**config.mk**
```make
export PLATFORM = sky130hd
export DESIGN_NAME = alu_board
export DESIGN_NICKNAME = d
export VERILOG_FILES = /design/src/hw/alu_pkg.sv /design/src/hw/board_pkg.sv /design/src/hw/alu_board.sv /design/src/hw/hex_display.sv /design/src/hw/entry_fsm.sv /design/src/hw/key_debounce.sv /design/src/hw/alu.sv
export SDC_FILE = /design/constraint.sdc
export NUM_CORES = 1
export LEC_CHECK = 0
export BUFFER_PORTS_ARGS = -buffer_cell sky130_fd_sc_hd__clkbuf_2
export CORE_MARGIN = 10
export CORE_UTILIZATION = 50
export DETAILED_ROUTE_END_ITERATION = 7
export PLACE_DENSITY = 0.66
export SLEW_MARGIN = 20
export SYNTH_ARGS = -nofsm -noshare
export SYNTH_HDL_FRONTEND = slang
export SYNTH_HIERARCHICAL = 1
export SYNTH_SLANG_ARGS = --single-unit
```
**constraint.sdc**
```tcl
create_clock -name CLOCK_50 -period 5.8 [get_ports CLOCK_50]
set_input_delay 0 -clock CLOCK_50 [delete_from_list [all_inputs] [get_ports CLOCK_50]]
set_output_delay 0 -clock CLOCK_50 [all_outputs]
set_load 0.005 [all_outputs]
```
**src/hw/alu_pkg.sv**
```systemverilog
// ==========================================================
// alu types
// opcode set, status flags and the combined result word of
// the 32-bit arithmetic core
// ==========================================================

package alu_pkg;

   typedef logic [31:0] word_t;

   // codes 11..15 are unassigned and give zero
   typedef enum logic [3:0]
   {
      op_add  = 4'd0,
      op_sub  = 4'd1,
      op_and  = 4'd2,
      op_or   = 4'd3,
      op_xor  = 4'd4,
      op_nor  = 4'd5,
      op_sll  = 4'd6,
      op_srl  = 4'd7,
      op_sra  = 4'd8,
      op_slt  = 4'd9,
      op_sltu = 4'd10
   } alu_op_t;

   typedef struct packed
   {
      logic v;  // signed overflow, add/sub only
      logic n;
      logic z;
   } alu_flags_t;

   typedef struct packed
   {
      word_t      res;
      alu_flags_t flags;
   } alu_out_t;

endpackage
```
**src/hw/board_pkg.sv**
```systemverilog
// ==========================================================
// board types
// switch word views, pushbutton roles and the seven-segment
// digit for the DE2 console
// ==========================================================

package board_pkg;

   // SW[17] selects the target, SW[16] is the sign
   typedef struct packed
   {
      logic        sel;    // 1 = operand a
      logic        sign;
      logic [15:0] value;
   } sw_entry_t;

   typedef struct packed
   {
      logic [13:0]       unused;
      alu_pkg::alu_op_t  opcode;  // SW[3:0]
   } sw_cmd_t;

   typedef union packed
   {
      sw_entry_t entry;
      sw_cmd_t   cmd;
   } sw_word_u;

   // key 3 is spare
   typedef enum int
   {
      key_load  = 0,
      key_exec  = 1,
      key_clear = 2
   } key_idx;

   typedef logic [6:0] seg_t;  // active low, bit 0 = segment a

endpackage

```
**src/hw/alu_board.sv**
```systemverilog
// ==========================================================
// alu board
// DE2 top level: debounced keys, operand console, alu core
// and hex readout on the board pins
// ==========================================================

module alu_board
#(
   parameter int debounce_cycles = 250000  // 5 ms at 50 MHz
)
(
   input  logic                CLOCK_50,
   input  logic                arst_n,
   input  logic [3:0]          KEY,
   input  board_pkg::sw_word_u SW,
   output board_pkg::seg_t     HEX0,
   output board_pkg::seg_t     HEX1,
   output board_pkg::seg_t     HEX2,
   output board_pkg::seg_t     HEX3,
   output board_pkg::seg_t     HEX4,
   output board_pkg::seg_t     HEX5,
   output board_pkg::seg_t     HEX6,
   output board_pkg::seg_t     HEX7,
   output logic [16:0]         LEDR,
   output logic [3:0]          LEDG
);

   logic [3:0]            press;
   alu_pkg::word_t        op_a;
   alu_pkg::word_t        op_b;
   alu_pkg::alu_op_t      opcode;
   alu_pkg::alu_out_t     alu_out;
   alu_pkg::alu_out_t     result;
   logic                  result_valid;
   logic                  last_a;
   logic [15:0]           echo;
   board_pkg::seg_t [7:0] hex;

   key_debounce #(.debounce_cycles(debounce_cycles), .num_keys(4)) debounce0
   (
      .CLOCK_50 (CLOCK_50),
      .arst_n   (arst_n),
      .key_n    (KEY),
      .press    (press)
   );

   entry_fsm console0
   (
      .CLOCK_50     (CLOCK_50),
      .arst_n       (arst_n),
      .sw           (SW),
      .press        (press),
      .alu_out      (alu_out),
      .op_a         (op_a),
      .op_b         (op_b),
      .opcode       (opcode),
      .result       (result),
      .result_valid (result_valid),
      .last_a       (last_a),
      .echo         (echo)
   );

   alu alu0
   (
      .op_a   (op_a),
      .op_b   (op_b),
      .opcode (opcode),
      .out    (alu_out)
   );

   hex_display display0
   (
      .value (result.res),
      .hex   (hex)
   );

   assign {HEX7, HEX6, HEX5, HEX4, HEX3, HEX2, HEX1, HEX0} = hex;

   assign LEDR = {last_a, echo};
   assign LEDG = {result_valid, result.flags.v, result.flags.n, result.flags.z};

endmodule

```
**src/hw/hex_display.sv**
```systemverilog
// ==========================================================
// hex display
// splits a 32-bit word into eight nibbles and drives one
// active-low seven-segment digit per nibble
// ==========================================================

module hex_display
(
   input  alu_pkg::word_t          value,
   output board_pkg::seg_t [7:0]   hex
);

   function automatic board_pkg::seg_t font(input logic [3:0] nib);
      case (nib)
         4'h0: font = 7'b1000000;
         4'h1: font = 7'b1111001;
         4'h2: font = 7'b0100100;
         4'h3: font = 7'b0110000;
         4'h4: font = 7'b0011001;
         4'h5: font = 7'b0010010;
         4'h6: font = 7'b0000010;
         4'h7: font = 7'b1111000;
         4'h8: font = 7'b0000000;
         4'h9: font = 7'b0010000;
         4'ha: font = 7'b0001000;
         4'hb: font = 7'b0000011;
         4'hc: font = 7'b0100111;
         4'hd: font = 7'b0100001;
         4'he: font = 7'b0000110;
         default: font = 7'b0001110;  // f
      endcase
   endfunction

   // digit 0 is the low nibble
   always_comb
   begin
      for (int i = 0; i < 8; i++)
         hex[i] = font(value[i*4 +: 4]);
   end

endmodule

```
**src/hw/entry_fsm.sv**
```systemverilog
// ==========================================================
// entry fsm
// operator console: loads operands from the switches, runs
// the alu on an opcode and holds the registered result
// ==========================================================

module entry_fsm
(
   input  logic                 CLOCK_50,
   input  logic                 arst_n,
   input  board_pkg::sw_word_u  sw,
   input  logic [3:0]           press,
   input  alu_pkg::alu_out_t    alu_out,
   output alu_pkg::word_t       op_a,
   output alu_pkg::word_t       op_b,
   output alu_pkg::alu_op_t     opcode,
   output alu_pkg::alu_out_t    result,
   output logic                 result_valid,
   output logic                 last_a,
   output logic [15:0]          echo
);

   typedef enum logic [1:0] {s_idle, s_exec, s_show} state_t;

   state_t           state, state_d;
   alu_pkg::alu_op_t opcode_q;
   logic             do_clear;
   logic             do_load;
   logic             do_exec;

   // clear beats load beats exec
   assign do_clear = press[board_pkg::key_clear];
   assign do_load  = press[board_pkg::key_load] & ~do_clear;
   assign do_exec  = press[board_pkg::key_exec] & ~do_clear & ~do_load;

   // opcode follows the switches during the exec strobe
   assign opcode = do_exec ? sw.cmd.opcode : opcode_q;

   always_comb
   begin
      state_d = state;
      if (do_clear || do_load)
         state_d = s_idle;
      else if (do_exec)
         state_d = s_exec;
      else if (state == s_exec)
         state_d = s_show;
   end

   always_ff @(posedge CLOCK_50 or negedge arst_n)
   begin
      if (!arst_n)
      begin
         state        <= s_idle;
         opcode_q     <= alu_pkg::op_add;
         op_a         <= '0;
         op_b         <= '0;
         result       <= '0;
         result_valid <= 1'b0;
         last_a       <= 1'b0;
         echo         <= '0;
      end
      else
      begin
         state <= state_d;
         if (do_clear)
         begin
            opcode_q     <= alu_pkg::op_add;
            op_a         <= '0;
            op_b         <= '0;
            result       <= '0;
            result_valid <= 1'b0;
            last_a       <= 1'b0;
            echo         <= '0;
         end
         else if (do_load)
         begin
            if (sw.entry.sel)
               op_a <= {{16{sw.entry.sign}}, sw.entry.value};
            else
               op_b <= {{16{sw.entry.sign}}, sw.entry.value};
            last_a       <= sw.entry.sel;
            echo         <= sw.entry.value;
            result_valid <= 1'b0;  // operands changed, result is stale
         end
         else if (state_d == s_exec)
         begin
            opcode_q     <= opcode;
            result       <= alu_out;
            result_valid <= 1'b1;
         end
      end
   end

endmodule

```
**src/hw/key_debounce.sv**
```systemverilog
// ==========================================================
// key debounce
// per-key stability timer, turns bouncing active-low buttons
// into one-cycle press strobes
// ==========================================================

module key_debounce
#(
   parameter int debounce_cycles = 250000,
   parameter int num_keys        = 4
)
(
   input  logic                CLOCK_50,
   input  logic                arst_n,
   input  logic [num_keys-1:0] key_n,
   output logic [num_keys-1:0] press
);

   localparam int cnt_w = $clog2(debounce_cycles + 1);

   logic [cnt_w-1:0]    cnt [num_keys];
   logic [num_keys-1:0] stable_n;  // accepted level, 1 = released

   always_ff @(posedge CLOCK_50 or negedge arst_n)
   begin
      if (!arst_n)
      begin
         stable_n <= '1;
         press    <= '0;
         for (int i = 0; i < num_keys; i++)
            cnt[i] <= '0;
      end
      else
      begin
         press <= '0;
         for (int i = 0; i < num_keys; i++)
         begin
            if (key_n[i] != stable_n[i])
            begin
               if (cnt[i] == cnt_w'(debounce_cycles - 1))
               begin
                  stable_n[i] <= key_n[i];
                  cnt[i]      <= '0;
                  press[i]    <= ~key_n[i];  // strobe on press only
               end
               else
                  cnt[i] <= cnt[i] + 1'b1;
            end
            else
               cnt[i] <= '0;  // bounce back, start over
         end
      end
   end

endmodule

```
**src/hw/alu.sv**
```systemverilog
// ==========================================================
// alu
// combinational 32-bit arithmetic and logic unit with zero,
// negative and signed overflow flags
// ==========================================================

module alu
(
   input  alu_pkg::word_t   op_a,
   input  alu_pkg::word_t   op_b,
   input  alu_pkg::alu_op_t opcode,
   output alu_pkg::alu_out_t out
);

   alu_pkg::word_t sum;
   alu_pkg::word_t diff;
   logic [4:0]     shamt;
   logic           v_add;
   logic           v_sub;

   assign sum   = op_a + op_b;
   assign diff  = op_a - op_b;
   assign shamt = op_b[4:0];

   // same-sign inputs, result sign differs
   assign v_add = (op_a[31] == op_b[31]) && (sum[31] != op_a[31]);
   assign v_sub = (op_a[31] != op_b[31]) && (diff[31] != op_a[31]);

   always_comb
   begin
      out.flags.v = 1'b0;
      case (opcode)
         alu_pkg::op_add:
         begin
            out.res     = sum;
            out.flags.v = v_add;
         end
         alu_pkg::op_sub:
         begin
            out.res     = diff;
            out.flags.v = v_sub;
         end
         alu_pkg::op_and:  out.res = op_a & op_b;
         alu_pkg::op_or:   out.res = op_a | op_b;
         alu_pkg::op_xor:  out.res = op_a ^ op_b;
         alu_pkg::op_nor:  out.res = ~(op_a | op_b);
         alu_pkg::op_sll:  out.res = op_a << shamt;
         alu_pkg::op_srl:  out.res = op_a >> shamt;
         alu_pkg::op_sra:  out.res = $signed(op_a) >>> shamt;
         alu_pkg::op_slt:  out.res = {31'd0, $signed(op_a) < $signed(op_b)};
         alu_pkg::op_sltu: out.res = {31'd0, op_a < op_b};
         default:          out.res = '0;  // unassigned codes
      endcase
      out.flags.n = out.res[31];
      out.flags.z = (out.res == '0);
   end

endmodule

```
Word-level counts from Yosys, hierarchy flattened
Memory sizes are Yosys's and may differ from the RTL's. Index checks and enable logic that the tools add are counted. Widths: inputs -> output; s select.

Flip-flop bits (word level): 183. Memory bits (read-only): 896. Output and inout bits: 77. Word-level logic and storage cells: 124. Memories: 8.

Add/subtract/negate cells: 5. Order comparisons: 2. Eq/ne operators: 24. Shifts and indexed selects: 3. Mux-type cells: 37. Bitwise gates (word level): 12. Reductions and logical operators: 15.

Memories: (name not given) (depth 16, width 7, rd ports 1, clocked after Yosys merged registers in 0, write ports 0, line hex_display.sv:14) `case (nib)`; (name not given) (depth 16, width 7, rd ports 1, clocked after Yosys merged registers in 0, write ports 0, line hex_display.sv:14); (name not given) (depth 16, width 7, rd ports 1, clocked after Yosys merged registers in 0, write ports 0, line hex_display.sv:14); (name not given) (depth 16, width 7, rd ports 1, clocked after Yosys merged registers in 0, write ports 0, line hex_display.sv:14); (name not given) (depth 16, width 7, rd ports 1, clocked after Yosys merged registers in 0, write ports 0, line hex_display.sv:14); (name not given) (depth 16, width 7, rd ports 1, clocked after Yosys merged registers in 0, write ports 0, line hex_display.sv:14); 2 more memories.

Operator list (number): $pmux 32 s11 (1); $mux 32 (6); $mux 18 (6); $mux 35 (3); $lt 32x32->1 (2); $add 18x1->18 const B (3); $eq 18x18->1 const B (3); $add 32x32->32 (1); $and 32x32->32 (1); $logic_not 32->1 (1); $mux 16 (2); $not 32->32 (1); $or 32x32->32 (1); $shl 32x5->32 (1); $shr 32x5->32 (1); $sshr 32x5->32 (1); $sub 32x32->32 (1); $xor 32x32->32 (1); $eq 4x3->1 const B (4); $mux 4 (4); $eq 4x4->1 const B (3); $reduce_and 2->1 (6); $mux 1 (11); $eq 4x2->1 const B (2); other kinds (15) (32).

Logic depth before layout (Yosys ltp)
Depth after elaboration: 11. Depth in mapped cells: 20.

By module
Netlist, hierarchy kept.

Modules (own cells, without submodules): alu (instances 1, cells an instance 1490, area an instance 10442.5 um^2, sequential area each 0.0 um^2); key_debounce (instances 1, cells an instance 395, area an instance 3915.0 um^2, sequential area each 2006.9 um^2); entry_fsm (instances 1, cells an instance 415, area an instance 3897.5 um^2, sequential area each 2277.2 um^2); hex_display (instances 1, cells an instance 232, area an instance 1886.8 um^2, sequential area each 0.0 um^2); alu_board (instances 1, cells an instance 2, area an instance 15.0 um^2, sequential area each 0.0 um^2).

Worst setup path after synthesis
Ideal clock, no wire load.

Path type: register to register. Start: register console0.op_b[1]. End: register console0/result[0] (netlist name). Setup time: 78 ps. Data arrival time: 4523 ps. Data required time: 5722 ps. Slack: 1199 ps. Stages on the path, launching flop included: 20. Path buffers: 4. Clock period less this slack: 4601 ps. Cell sequence: dfrtp_1 -> buf_6 -> inv_2 -> clkbuf_1 -> buf_1 -> buf_1 -> ha_1 -> o21bai_1 -> o2111ai_1 -> a2111oi_2 -> nor3_1 -> a221o_1 -> a2111o_1 -> nand4b_1 -> nor4_1 -> and4_1 -> nand4b_1 -> nor2_1 -> nand2_1 -> a21oi_1.

RTL lines: start: declaration (line entry_fsm.sv:15) `output alu_pkg::word_t op_b,`; start signal: assignment (line entry_fsm.sv:81) `op_b <= {{16{sw.entry.sign}}, sw.entry.value};`.

==> results.sh <==
export IMPL_viasPerCell=6.57
export IMPL_drtIter0Drc=2348
export IMPL_synth_warnings=6
export IMPL_cp_data_required_time_ns=6.17
export IMPL_reg2reg_to="console0/result[0]"
export IMPL_critical_path_max_stage_delay_ns=0.66
export IMPL_hold_viol_final=0
export IMPL_cp_slowest_cell="nor2_1"
export IMPL_drv_cap=0
export IMPL_hp_start="SW[17]"
export IMPL_start_kind="flip-flop"
export IMPL_hold_slack_ns=0.0689
export IMPL_path_max_fanout=25
export IMPL_synth_nets=2610
export IMPL_fmax_ghz=0.198
export IMPL_routed_wl_mm=73.5
export IMPL_rr_worst_depth=15
export IMPL_regToRegSetupSlack_ns=0.74
export IMPL_clock_skew_final_ns=0.0116
export IMPL_status="finished, violations left"
export IMPL_rows=71
export IMPL_worstMarginPinSlew_ns=0.985
export IMPL_ant_nets=0
export IMPL_endpoint_kind="flip-flop"
export IMPL_hold_path_class="primary input to flip-flop"
export IMPL_cts_sinks=151
export IMPL_root_buffer="clkbuf_16"
export IMPL_syn_inst=2433
export IMPL_grt_overflow=0
export IMPL_worstPathCellList="nor3b_2 > mux2_2 > and4b_1 > nor2_1 > nor3_1 > a21o_1 > a21oi_1 > o211ai_1 > or4_1 > nor3_1 > and4_1 > nand4b_1 > nor2_1 > nand2_1 > a21oi_1"
export IMPL_hold_depth=5
export IMPL_start_util_pct=50.8
export IMPL_place_hpwl_mm=55.6
export IMPL_finalCritPeriodShare_pct=87.3
export IMPL_vdd_ir_drop_max_mv=0.257
export IMPL_synth_area_um2=19200
export IMPL_place_congestion=1.07
export IMPL_clk_pin_slew_ns=0.07
export IMPL_rsz0062_at_grt="false"
export IMPL_leakagePower_nw=8.52
export IMPL_grt_pass1_wl_mm=113
export IMPL_timing_rr_start="debounce0/press[2]"
export IMPL_vias=19400
export IMPL_cts_repair_resized=0
export IMPL_slew_violations=0
export IMPL_clk_latency_ns=0.45
export IMPL_portBuffers=99
export IMPL_grt_start_max_net_pins=94
export IMPL_first_pass_iters=8
export IMPL_io_pins=101
export IMPL_cts_tree="done"
export IMPL_grt_pass1_vias=18100
export IMPL_setup_viol=0
export IMPL_cts_buffers=17
export IMPL_p_per_area_nw_per_um2=106
export IMPL_min_to="console0/op_b[15]"
export IMPL_place_inst=2898
export IMPL_min_period_ns=5.06
export IMPL_drive_gt1_share_pct=13.8
export IMPL_h_tree_depth=4
export IMPL_num_antenna_cells=0
export IMPL_fp_dieArea_um2=46600
export IMPL_nFillCells=3586
export IMPL_track_usage_pct=30.7
export IMPL_crit_family="simple AND/OR/NAND/NOR gates"
export IMPL_crit_arrival_ns=5.43
export IMPL_area_delta_synth_final_pct=7.03
export IMPL_antenna_found_initial=0
export IMPL_violations="design-rule violations"
export IMPL_clk_path_buf_depth=2
export IMPL_wl_per_cell_um=24.9
export IMPL_fin_nets=2604
export IMPL_setup_tns_final_ns=0
export IMPL_path_buf_inv=0
export IMPL_crit_type="flip-flop to flip-flop"
export IMPL_die_y_um=216
export IMPL_avgSynthCellArea_um2=7.88
export IMPL_die_w_um=216
export IMPL_slew_headroom_pct=34.3
export IMPL_cts_setup_buffers=0
export IMPL_drcViolationCount=8
export IMPL_layoutNonFillerInstCount=2951
export IMPL_core_region_area_um2=37800
## state kept, by name, indices dropped and copies added (netlist names)
| name | flops |
|---|---|
| console0/echo | 16 |
| console0/last_a | 1 |
| console0/op_a | 17 |
| console0/op_b | 17 |
| console0/opcode_q | 4 |
| console0/result | 35 |
| console0/result_valid | 1 |
| debounce0/cnt | 54 |
| debounce0/press | 3 |
| debounce0/stable_n | 3 |
## cell type report
cell class / instances / area (um2) / share of cell area, %
Timing Repair Buffer: 186 / 1220 / 5.94
Clock buffer: 22 / 464 / 2.26
Clock inverter: 10 / 75.1 / 0.366
Inverter: 138 / 518 / 2.52
Sequential cell: 151 / 3800 / 18.5
Multi-Input combinational cell: 1933 / 13800 / 67.3
Tap cell: 511 / 639 / 3.11
## power by group
group	internal, W	switching [W]	leakage [nW]
registers	0.00106	0.00000741	1.87
logic	0.0000252	0.0000458	6.39
clock network	0.000570	0.000461	0.258
total	0.00166	0.000514	8.52
## layer usage
layer | GRT usage [%] | routed length (um) | vias to the layer above
li1 | - | - | 8803
met1 | 40.2 | 30100 | 9342
met2 | 46.8 | 32500 | 1048
met3 | 6.04 | 6690 | 201
met4 | 16.8 | 4140 | 0
met5 | 0 | 0 | -
## cell usage in the layout, fill, tap and decap left out, drive strengths merged, types with 36 or more instances in the layout
| cell | n |
|---|---|
| nand4 | 36 |
| buf | 67 |
| xnor2 | 38 |
| nor2 | 238 |
| o21ai | 97 |
| a21oi | 200 |
| dfrtp | 148 |
| nor3 | 43 |
| nand2 | 341 |
| clkbuf | 120 |
| mux2i | 107 |
| inv | 138 |
| ha | 151 |
| nand3 | 58 |
| mux4 | 72 |
| o211ai | 42 |
## worst reg2reg max path, stage by stage (launching register included)
cell and delay [ns]:
dfrtp_2 0.41, nor3b_2 0.38, mux2_2 0.63, and4b_1 0.41, nor2_1 0.66, nor3_1 0.12, a21o_1 0.26, a21oi_1 0.24
o211ai_1 0.21, or4_1 0.62, nor3_1 0.29, and4_1 0.27, nand4b_1 0.15, nor2_1 0.16, nand2_1 0.06, a21oi_1 0.14
## metrics by stage
step / power (W) / area (um2) / setup WS (ns) / util, %
global route: 0.00225 / 20500 / 0.620 / 54.4
global placement: 0.00115 / 19800 / 0.895 / 52.4
detailed placement: 0.00115 / 19800 / 0.979 / 52.4
floorplan: 0.00111 / 19200 / 1.20 / -
finish: 0.00217 / 20500 / 0.737 / 54.4
CTS: 0.00219 / 20500 / 0.927 / 54.4
## worst max path at each step
| stage | end | slack, ns | start | cells after the start |
|---|---|---|---|---|
| after floorplan | console0/result[0] | 1.20 | console0/op_b[1] | 19 |
| after global placement | console0/result[0] | 0.89 | debounce0/press[2] | 15 |
| after detailed placement | console0/result[0] | 0.98 | debounce0/press[2] | 15 |
| after CTS | console0/result[0] | 0.93 | debounce0/press[2] | 15 |
| after global routing | console0/result[0] | 0.62 | console0/op_b[2] | 16 |
| final | console0/result[0] | 0.74 | debounce0/press[2] | 15 |
## timing repair
action / in CTS / in global routing
endpoints found under the setup margin: 0 / 0
hold buffers: 21 / 0
endpoints found under the hold margin: 139 / 0
Power figures use the tool's default switching activity.
